$ cat config.mk
export PLATFORM = sky130hd
export DESIGN_NAME = pair_distance_top
export DESIGN_NICKNAME = d
export VERILOG_FILES = /design/src/source/md_pair_pkg.sv /design/src/source/pair_sampler.sv /design/src/source/r2_compute.sv /design/src/source/cutoff_filter.sv /design/src/source/pair_distance_top.sv
export SDC_FILE = /design/constraint.sdc
export NUM_CORES = 2
export LEC_CHECK = 0
export BUFFER_PORTS_ARGS = -buffer_cell sky130_fd_sc_hd__buf_2
export CELL_PAD_IN_SITES_DETAIL_PLACEMENT = 2
export CELL_PAD_IN_SITES_GLOBAL_PLACEMENT = 2
export CORE_ASPECT_RATIO = 0.8
export CORE_UTILIZATION = 28
export CTS_CLUSTER_DIAMETER = 30
export DETAILED_ROUTE_END_ITERATION = 10
export GPL_ROUTABILITY_DRIVEN = 0
export PLACE_DENSITY_LB_ADDON = 0.25
export REMOVE_ABC_BUFFERS = 1
export SETUP_SLACK_MARGIN = 0.2
export SYNTH_ARGS = -nofsm -noshare
export SYNTH_HDL_FRONTEND = slang
export SYNTH_HIERARCHICAL = 1
export SYNTH_SLANG_ARGS = --single-unit
$ cat constraint.sdc
create_clock -name clk -period 6.13 [get_ports clk]
set_input_delay 0.9195 -clock clk [delete_from_list [all_inputs] [get_ports clk]]
set_output_delay 0.9195 -clock clk [all_outputs]
set_load 0.02 [all_outputs]
$ cat src/source/md_pair_pkg.sv
// Pair distance shared types
package md_pair_pkg;

	// Coordinate format is signed Q8.8
	localparam int COORD_W    = 16;
	localparam int COORD_FRAC = 8;

	// One extra bit so neighbor minus reference never overflows
	localparam int DELTA_W = COORD_W + 1;

	// Squares carry twice the fraction bits
	localparam int R2_FRAC = 2 * COORD_FRAC;

	// Three squared 17-bit deltas fit below 2**34 with headroom
	localparam int R2_W = 36;

	localparam int PAIR_ID_W = 8;
	localparam int COUNT_W   = 16;

	// Scalar types
	typedef logic signed [COORD_W-1:0] coord_t;
	typedef logic signed [DELTA_W-1:0] delta_t;
	typedef logic [R2_W-1:0]           r2_t;
	typedef logic [PAIR_ID_W-1:0]      pair_id_t;
	typedef logic [COUNT_W-1:0]        pair_count_t;

	// Particle position
	typedef struct packed {
		coord_t x;
		coord_t y;
		coord_t z;
	} pos_t;

	// Reference and neighbor with their sequence tag
	typedef struct packed {
		pos_t     ref_pos;
		pos_t     nbr_pos;
		pair_id_t id;
	} pair_t;

	// Displacement as neighbor minus reference
	typedef struct packed {
		delta_t dx;
		delta_t dy;
		delta_t dz;
	} disp_t;

	// Pipeline result with deltas kept for the force stage
	typedef struct packed {
		pair_id_t id;
		disp_t    disp;
		r2_t      r2;
	} r2_result_t;

	// Cutoff of 12.0 squared in Q18.16
	localparam r2_t CUTOFF_R2 = r2_t'(144) << R2_FRAC;

	// Cycle counts per stage
	localparam int SAMPLER_LATENCY = 1;
	localparam int R2_LATENCY      = 3;
	localparam int FILTER_LATENCY  = 1;
	localparam int TOP_LATENCY     = SAMPLER_LATENCY + R2_LATENCY + FILTER_LATENCY;

endpackage

$ cat src/source/pair_sampler.sv
// Position pair sampler
`timescale 1ns/1ps

module pair_sampler (
	input  logic               clk,
	input  logic               rst_n,
	input  logic               enable,
	input  md_pair_pkg::pos_t  ref_pos,
	input  md_pair_pkg::pos_t  nbr_pos,
	output logic               pair_valid,
	output md_pair_pkg::pair_t pair
);

	// Id given to the next sampled pair
	md_pair_pkg::pair_id_t next_id;

	// Control state
	// Valid follows enable by one cycle
	always_ff @(posedge clk) begin
		if (!rst_n) begin
			pair_valid <= 1'b0;
			next_id    <= '0;
		end else begin
			pair_valid <= enable;
			// Id only moves on a sampled pair and wraps at 255
			if (enable) begin
				next_id <= next_id + 1'b1;
			end
		end
	end

	// Payload capture
	// Held between samples so the pair stays stable while idle
	always_ff @(posedge clk) begin
		if (enable) begin
			pair.ref_pos <= ref_pos;
			pair.nbr_pos <= nbr_pos;
			pair.id      <= next_id;
		end
	end

endmodule

$ cat src/source/r2_compute.sv
// Squared distance pipeline
`timescale 1ns/1ps

module r2_compute (
	input  logic                    clk,
	input  logic                    rst_n,
	input  logic                    pair_valid,
	input  md_pair_pkg::pair_t      pair,
	output logic                    r2_valid,
	output md_pair_pkg::r2_result_t result
);

	// Neighbor minus reference with sign extension to delta width
	function automatic md_pair_pkg::delta_t diff(
		input md_pair_pkg::coord_t nbr_c,
		input md_pair_pkg::coord_t ref_c
	);
		return md_pair_pkg::delta_t'(nbr_c) - md_pair_pkg::delta_t'(ref_c);
	endfunction

	// Exact square of one delta
	function automatic md_pair_pkg::r2_t square(input md_pair_pkg::delta_t d);
		logic signed [2*md_pair_pkg::DELTA_W-1:0] prod;
		prod = d * d;
		// Product is never negative so zero extension is safe
		return md_pair_pkg::r2_t'(unsigned'(prod));
	endfunction

	// One valid bit per level
	logic [md_pair_pkg::R2_LATENCY-1:0] valid_sr;

	// Level 1 registers
	md_pair_pkg::disp_t    l1_disp;
	md_pair_pkg::pair_id_t l1_id;

	// Level 2 registers
	md_pair_pkg::r2_t      l2_sq_x;
	md_pair_pkg::r2_t      l2_sq_y;
	md_pair_pkg::r2_t      l2_sq_z;
	md_pair_pkg::disp_t    l2_disp;
	md_pair_pkg::pair_id_t l2_id;

	// Valid shift register
	// Bit 0 marks level 1 and the top bit marks the result
	always_ff @(posedge clk) begin
		if (!rst_n) begin
			valid_sr <= '0;
		end else begin
			valid_sr <= {valid_sr[md_pair_pkg::R2_LATENCY-2:0], pair_valid};
		end
	end

	assign r2_valid = valid_sr[md_pair_pkg::R2_LATENCY-1];

	// Level 1 subtracts reference from neighbor
	always_ff @(posedge clk) begin
		if (pair_valid) begin
			l1_disp.dx <= diff(pair.nbr_pos.x, pair.ref_pos.x);
			l1_disp.dy <= diff(pair.nbr_pos.y, pair.ref_pos.y);
			l1_disp.dz <= diff(pair.nbr_pos.z, pair.ref_pos.z);
			l1_id      <= pair.id;
		end
	end

	// Level 2 squares each component
	// Deltas and id ride along for the result
	always_ff @(posedge clk) begin
		if (valid_sr[0]) begin
			l2_sq_x <= square(l1_disp.dx);
			l2_sq_y <= square(l1_disp.dy);
			l2_sq_z <= square(l1_disp.dz);
			l2_disp <= l1_disp;
			l2_id   <= l1_id;
		end
	end

	// Level 3 sums the squares
	// Sum stays below 2**34 so no carry is lost
	always_ff @(posedge clk) begin
		if (valid_sr[1]) begin
			result.r2   <= l2_sq_x + l2_sq_y + l2_sq_z;
			result.disp <= l2_disp;
			result.id   <= l2_id;
		end
	end

endmodule

$ cat src/source/cutoff_filter.sv
// Cutoff radius filter
`timescale 1ns/1ps

module cutoff_filter (
	input  logic                     clk,
	input  logic                     rst_n,
	input  logic                     r2_valid,
	input  md_pair_pkg::r2_result_t  result,
	output logic                     out_valid,
	output md_pair_pkg::r2_result_t  out_pair,
	output md_pair_pkg::pair_count_t accepted_count,
	output md_pair_pkg::pair_count_t rejected_count
);

	// Strictly below the cutoff counts as in range
	logic in_range;

	assign in_range = result.r2 < md_pair_pkg::CUTOFF_R2;

	// Output strobe and tallies
	always_ff @(posedge clk) begin
		if (!rst_n) begin
			out_valid      <= 1'b0;
			accepted_count <= '0;
			rejected_count <= '0;
		end else begin
			// Pulse only for an in-range pair
			out_valid <= r2_valid && in_range;
			// Exactly one counter moves per result
			if (r2_valid) begin
				if (in_range) begin
					accepted_count <= accepted_count + 1'b1;
				end else begin
					rejected_count <= rejected_count + 1'b1;
				end
			end
		end
	end

	// Accepted result capture
	// Rejected pairs leave the last accepted one on the port
	always_ff @(posedge clk) begin
		if (r2_valid && in_range) begin
			out_pair <= result;
		end
	end

endmodule

$ cat src/source/pair_distance_top.sv
// Pair distance range limit
`timescale 1ns/1ps

module pair_distance_top (
	input  logic                     clk,
	input  logic                     rst_n,
	input  logic                     enable,
	input  md_pair_pkg::pos_t        ref_pos,
	input  md_pair_pkg::pos_t        nbr_pos,
	output logic                     out_valid,
	output md_pair_pkg::r2_result_t  out_pair,
	output md_pair_pkg::pair_count_t accepted_count,
	output md_pair_pkg::pair_count_t rejected_count
);

	// Sampler to pipeline
	logic               pair_valid;
	md_pair_pkg::pair_t pair;

	// Pipeline to filter
	logic                    r2_valid;
	md_pair_pkg::r2_result_t result;

	// Registers enabled pairs and tags them
	pair_sampler sampler_i (
		.clk        (clk),
		.rst_n      (rst_n),
		.enable     (enable),
		.ref_pos    (ref_pos),
		.nbr_pos    (nbr_pos),
		.pair_valid (pair_valid),
		.pair       (pair)
	);

	// Three cycles of subtract, square and sum
	r2_compute r2_i (
		.clk        (clk),
		.rst_n      (rst_n),
		.pair_valid (pair_valid),
		.pair       (pair),
		.r2_valid   (r2_valid),
		.result     (result)
	);

	// Drops pairs at or beyond the cutoff
	cutoff_filter filter_i (
		.clk            (clk),
		.rst_n          (rst_n),
		.r2_valid       (r2_valid),
		.result         (result),
		.out_valid      (out_valid),
		.out_pair       (out_pair),
		.accepted_count (accepted_count),
		.rejected_count (rejected_count)
	);

endmodule

== After elaboration in Yosys (flattened, before gate mapping) ==
Index checks and enable logic that the tools add are counted.

* Register bits after elaboration: 559
* Input bits: 99
* Output and inout bits: 128
* Word-level logic and storage cells: 50

* Add/subtract/negate cells: 8
* $mul: 3
* Order comparisons: 1
* Bitwise operators: 1
* Reductions and logical operators: 3

{| class="wikitable"
|+ Operator list
! operator !! count
|-
| $mul A17 B17 Y34 || 3
|-
| $sub A16 B16 Y17 || 3
|-
| $add A36 B34 Y36 || 1
|-
| $lt A36 B24 Y1 const B || 1
|-
| $add A34 B34 Y35 || 1
|-
| $add A16 B1 Y16 const B || 2
|-
| $add A8 B1 Y8 const B || 1
|-
| $reduce_and A2 Y1 || 2
|-
| $logic_and A1 B1 Y1 || 1
|-
| $not A1 Y1 || 1
|}

== Logic depth before layout (Yosys ltp) ==
* Depth after elaboration: 3
* Depth in mapped cells: 26
* Depth with buffers taken out: 24

== By module ==
The synthesis kept the hierarchy.

{| class="wikitable"
|+ By module, submodules not included
! module !! instances !! cells an instance !! area an instance (sq um) !! sequential area each (sq um)
|-
| r2_compute || 1 || 4,047 || 43,047.5 || 9,339.0
|-
| cutoff_filter || 1 || 269 || 4,451.8 || 3,513.4
|-
| pair_sampler || 1 || 143 || 3,508.4 || 3,303.2
|}

== Worst setup path after synthesis ==
Ideal clock, no wire load.

* Path kind: register to register
* Start: reg r2_i/l1_disp[16] (netlist bit)
* End: reg r2_i.l2_sq_z[33], data pin
* Setup time: 0.260 ns
* Arrival time: 6.414 ns
* Required time: 5.870 ns
* Slack: -0.544 ns
* Cell stages (with the launch flop): 22
* Path buffers: 2
* Clock period less this slack: 6.674 ns
* Path through: edfxtp_1 > clkbuf_1 > clkbuf_1 > nand2_1 > fa_1 > inv_1 > fa_1 > fa_1 > fa_1 > fa_1 > inv_1 > fa_1 > inv_1 > ha_1 > and3_1 > o21ai_0 > nand2b_1 > and2_1 > a2111oi_1 > o21ai_0 > a21oi_1 > xnor2_1

* Word-level cells in the longest chain between the ends: 1

{| class="wikitable"
|+ RTL lines
! element !! RTL line !! RTL
|-
| start, declared || r2_compute.sv:33 || <nowiki>md_pair_pkg::disp_t l1_disp;</nowiki>
|-
| $mul A17 B17 Y34 || r2_compute.sv:24 || <nowiki>prod = d * d;</nowiki>
|-
| end signal, assigned || r2_compute.sv:71 || <nowiki>l2_sq_z <= square(l1_disp.dz);</nowiki>
|-
| end, declared || r2_compute.sv:39 || <nowiki>md_pair_pkg::r2_t l2_sq_z;</nowiki>
|}

No other way between the ends.
A chain may end at the register's enable or synchronous reset.

== Worst setup path after layout ==
* Start: reg r2_i/l1_disp[26] (netlist bit)
* End: reg r2_i.l2_sq_y[33], data pin

* Word-level cells in the longest chain between the ends: 1

{| class="wikitable"
|+ RTL lines
! element !! RTL line !! RTL
|-
| $mul A17 B17 Y34 || r2_compute.sv:24 ||
|-
| end signal, assigned || r2_compute.sv:70 || <nowiki>l2_sq_y <= square(l1_disp.dy);</nowiki>
|-
| end, declared || r2_compute.sv:38 || <nowiki>md_pair_pkg::r2_t l2_sq_y;</nowiki>
|}

No other way between the ends.

==> flow_results.xml <==
<?xml version="1.0" encoding="UTF-8"?>
<metrics>
  <group name="outcome">
    <metric name="run_status" unit="">finished with violations</metric>
    <metric name="violated_checks" unit="">setup timing</metric>
  </group>
  <group name="final_layout">
    <metric name="finalNonFillerCells" unit="">7959</metric>
    <metric name="layout.nets" unit="">6717</metric>
    <metric name="layout.cells.most_common_list" unit="">1026 x inv_1, 773 x fa_1, 540 x buf_4</metric>
    <metric name="post_route_cells_drive_above_1_share" unit="%">28.1</metric>
    <metric name="finalInstanceArea" unit="mm2">0.0680</metric>
    <metric name="layout.cells.most_common" unit="">inv_1</metric>
    <metric name="area_growth" unit="%">33.3</metric>
  </group>
  <group name="sta">
    <metric name="setup-violations-final" unit="">20</metric>
    <metric name="slew_headroom" unit="%">27.3</metric>
    <metric name="skew" unit="ns">0.0618</metric>
    <metric name="max_freq" unit="GHz">0.156</metric>
    <metric name="timing.final.ws_setup" unit="ns">-0.279</metric>
    <metric name="number_of_pins_with_negative_max_slew_slack_in_the_final_report" unit="">0</metric>
    <metric name="fin_hold_ws" unit="ns">0.293</metric>
    <metric name="finalHoldViolations" unit="">0</metric>
    <metric name="min_period" unit="ns">6.41</metric>
    <metric name="setup_repair_after_global_routing_missed_its_margin" unit="">yes</metric>
    <metric name="worst_pin_slew" unit="ns">1.09</metric>
    <metric name="fin_crit_sh" unit="%">105</metric>
  </group>
  <group name="critical_path">
    <metric name="cp.required" unit="ns">6.64</metric>
    <metric name="r2r-start" unit="">r2_i/l1_disp[26]</metric>
    <metric name="start_kind" unit="">flop</metric>
    <metric name="crit_path_max_fanout" unit="">5</metric>
    <metric name="critical_path.endpoint_type" unit="">flop</metric>
    <metric name="r2r_end" unit="">r2_i/l2_sq_y[33]</metric>
    <metric name="reg2reg_setup_slack" unit="ns">-0.28</metric>
    <metric name="path_class" unit="">reg -&gt; reg</metric>
    <metric name="timing.critical_path.arrival" unit="ns">6.92</metric>
    <metric name="r2r.worst_path.cells" unit="">24</metric>
  </group>
  <group name="floorplan">
    <metric name="dieArea" unit="mm2">0.184</metric>
    <metric name="die_width" unit="um">479</metric>
    <metric name="core.rowCount" unit="">139</metric>
    <metric name="fp.dieH" unit="um">384</metric>
    <metric name="coreArea" unit="mm2">0.180</metric>
    <metric name="io_pins" unit="">227</metric>
    <metric name="initial_core_util" unit="%">28.3</metric>
  </group>
  <group name="cts">
    <metric name="clkLatencyLatePin" unit="ns">0.80</metric>
    <metric name="clock_tree_from_tritoncts" unit="">built</metric>
    <metric name="cts_num_sinks" unit="">553</metric>
    <metric name="clk_pin_slew_worst_paths" unit="ns">0.05</metric>
    <metric name="number_of_buffers_created_by_cts" unit="">153</metric>
    <metric name="cts_root_buffer" unit="">clkbuf_16</metric>
    <metric name="htree_levels" unit="">4</metric>
    <metric name="number_of_buffers_on_the_longest_clock_path" unit="">3</metric>
  </group>
  <group name="route">
    <metric name="num_vias" unit="">34700</metric>
    <metric name="routed_wl_per_cell" unit="um">19.0</metric>
    <metric name="dr.pass1.iters" unit="">4</metric>
    <metric name="routed_wl" unit="um">151000</metric>
    <metric name="vias_per_cell" unit="">4.36</metric>
    <metric name="route.antenna.remaining_nets" unit="">0</metric>
    <metric name="detail_route.iter0.violations" unit="">1026</metric>
    <metric name="remaining_drc_errors" unit="">0</metric>
  </group>
  <group name="place">
    <metric name="placedInstanceArea" unit="mm2">0.0590</metric>
    <metric name="placement.io_buffers" unit="">226</metric>
    <metric name="post-place-ws" unit="ns">-0.719</metric>
    <metric name="place_inst" unit="">7526</metric>
    <metric name="dp_hpwl" unit="um">120000</metric>
  </group>
  <group name="synthesis">
    <metric name="synth_area" unit="mm2">0.0510</metric>
    <metric name="synthXorXnorAreaFrac" unit="%">3.91</metric>
    <metric name="synth.ff_latch_count" unit="">553</metric>
    <metric name="syn-instance-count" unit="">4459</metric>
    <metric name="synth_ff_type" unit="">edfxtp_1</metric>
    <metric name="synthDistinctLibCells" unit="">77</metric>
    <metric name="post_synth_edffs" unit="">508</metric>
    <metric name="post_synth_mux_area_share" unit="%">0.179</metric>
    <metric name="sequential_fraction_of_the_synthesis_area" unit="%">31.7</metric>
    <metric name="asyncSetResetFlopFracSynth" unit="%">0</metric>
    <metric name="combinational_family_with_the_most_area_after_synthesis" unit="">adder cells</metric>
    <metric name="synth-compound-area-share" unit="%">5.18</metric>
    <metric name="ys.warnings.count" unit="">6</metric>
    <metric name="synthesized_area_fraction_occupied_by_and_or_nand_nor_cells" unit="%">8.89</metric>
    <metric name="average_cell_area_after_synthesis" unit="um2">11.4</metric>
    <metric name="synth_fa_ha_area_share" unit="%">41.5</metric>
  </group>
  <group name="global_route">
    <metric name="grt_pass1_vias" unit="">41600</metric>
    <metric name="global_route_wire_length_before_repair" unit="um">239000</metric>
    <metric name="grt.overflow.total" unit="">0</metric>
    <metric name="grt_antenna_before_repair" unit="">6</metric>
    <metric name="grt.busiest_layer" unit="">met2</metric>
    <metric name="maximum_number_of_pins_on_one_net_before_global_route_repair" unit="">129</metric>
    <metric name="use_met2" unit="%">27.7</metric>
    <metric name="gr-usage-met1" unit="%">23.1</metric>
    <metric name="gr-usage-all-layers" unit="%">16.9</metric>
    <metric name="groute.layer.met3.usage" unit="%">3.15</metric>
  </group>
  <group name="min_path">
    <metric name="worstHoldStart" unit="">nbr_pos[16]</metric>
    <metric name="timing.hold.worst.class" unit="">in -&gt; reg</metric>
    <metric name="worstHoldPathCells" unit="">1</metric>
    <metric name="endpoint_of_the_worst_hold_timing_path" unit="">sampler_i/pair[24]</metric>
  </group>
  <group name="job">
    <metric name="drv.max_cap_violation_count" unit="">0</metric>
  </group>
</metrics>
## final cells by class
type	count	area [um2]
fill	18900	112000
multi-input combinational	2732	32400
sequential	553	16200
timing repair buffer	895	6920
inverter	1092	4110
clock buffer	177	4020
tap	2397	3000
clock inverter	107	1390
antenna	6	15.0
## how the worst max path moves through the flow
stage	from	end	slack (ns)	depth (start not counted)
after floorplan	r2_i/l1_disp[16]	r2_i/l2_sq_z[33]	-0.46	18
after global placement	r2_i/l1_disp[21]	r2_i/l2_sq_y[31]	-0.53	22
after detailed placement	r2_i/l1_disp[21]	r2_i/l2_sq_y[33]	-0.72	22
after CTS	r2_i/l1_disp[26]	r2_i/l2_sq_y[31]	-0.45	21
after global routing	r2_i/l1_disp[26]	r2_i/l2_sq_y[33]	-0.55	24
final	r2_i/l1_disp[26]	r2_i/l2_sq_y[33]	-0.28	24
## cells by family after synthesis
group                    after synthesis
adder cells (fa/ha/maj)             1191
buffers and inverters               1176
AND/OR/NAND/NOR                      902
flip-flops                           553
AO/OA/AOI/OAI                        399
XOR/XNOR                             228
multiplexers                           9
other                                  1
## sequential cells by signal, indices dropped and copies added (netlist names)
name / count
filter_i/accepted_count: 16
r2_i/l2_id: 8
filter_i/out_pair: 95
filter_i/rejected_count: 16
sampler_i/pair_valid: 1
sampler_i/next_id: 8
r2_i/l2_sq_x: 32
filter_i/out_valid: 1
r2_i/l1_disp: 51
r2_i/l1_id: 8
r2_i/l2_sq_y: 32
r2_i/valid_sr: 3
r2_i/l2_disp: 51
r2_i/l2_sq_z: 32
sampler_i/pair: 104
r2_i/result: 95
## critical path, cell delays in order, from the launching register on
cell and delay (ns):
edfxtp_1 0.48, buf_4 0.16, buf_4 0.13, nand2_1 0.08
fa_1 0.50, inv_1 0.06, ha_1 0.28, inv_1 0.06
fa_1 0.51, fa_1 0.50, inv_1 0.06, fa_1 0.53
inv_1 0.05, fa_1 0.49, inv_1 0.07, ha_4 0.22
and4_4 0.15, a221oi_4 0.23, o21ai_2 0.11, o31a_1 0.30
or3_4 0.36, nand4_1 0.08, o211ai_1 0.23, a221oi_2 0.32
xnor2_1 0.13
## per-layer routing
metal	wire length [um]	part of all wire, %
met5	0	0
met3	5510	3.6
met4	3260	2.2
met1	71300	47
met2	71400	47
## cell usage after synthesis (36+ instances only)
library cell	instances	area (um2)
nor2b_1	62	388
nand2_1	291	1090
fa_1	834	16700
o21ai_0	79	395
xnor2_1	181	1590
nor3_1	36	180
a21o_1	49	368
a21oi_1	106	531
ha_1	357	4470
clkbuf_1	80	300
nand3_1	39	195
and2_1	200	1250
inv_1	1089	4090
nor2_1	149	559
edfxtp_1	508	15300
dfxtp_1	45	901
xor2_1	47	412
## timing repair
| action | CTS | global route |
|---|---|---|
| pin swaps | 183 | 188 |
| gates cloned | 1 | 1 |
| hold buffers | 0 | 0 |
| hold endpoints to repair | 0 | 0 |
| setup buffers | 97 | 44 |
| gates resized for setup | 370 | 228 |
| setup endpoints to repair | 56 | 56 |
## metrics by stage
step | util (%) | TNS, ns
after global routing | 37.7 | -9.46
after floorplan | - | -2.25
after global placement | 32.7 | -10.75
after CTS | 37.0 | -3.95
after detailed placement | 32.7 | -15.75
final | 37.8 | -2.43
Power is left out: the tool's default activity adds up to more than one toggle a clock period on the data nets, which glitch-free logic cannot reach.
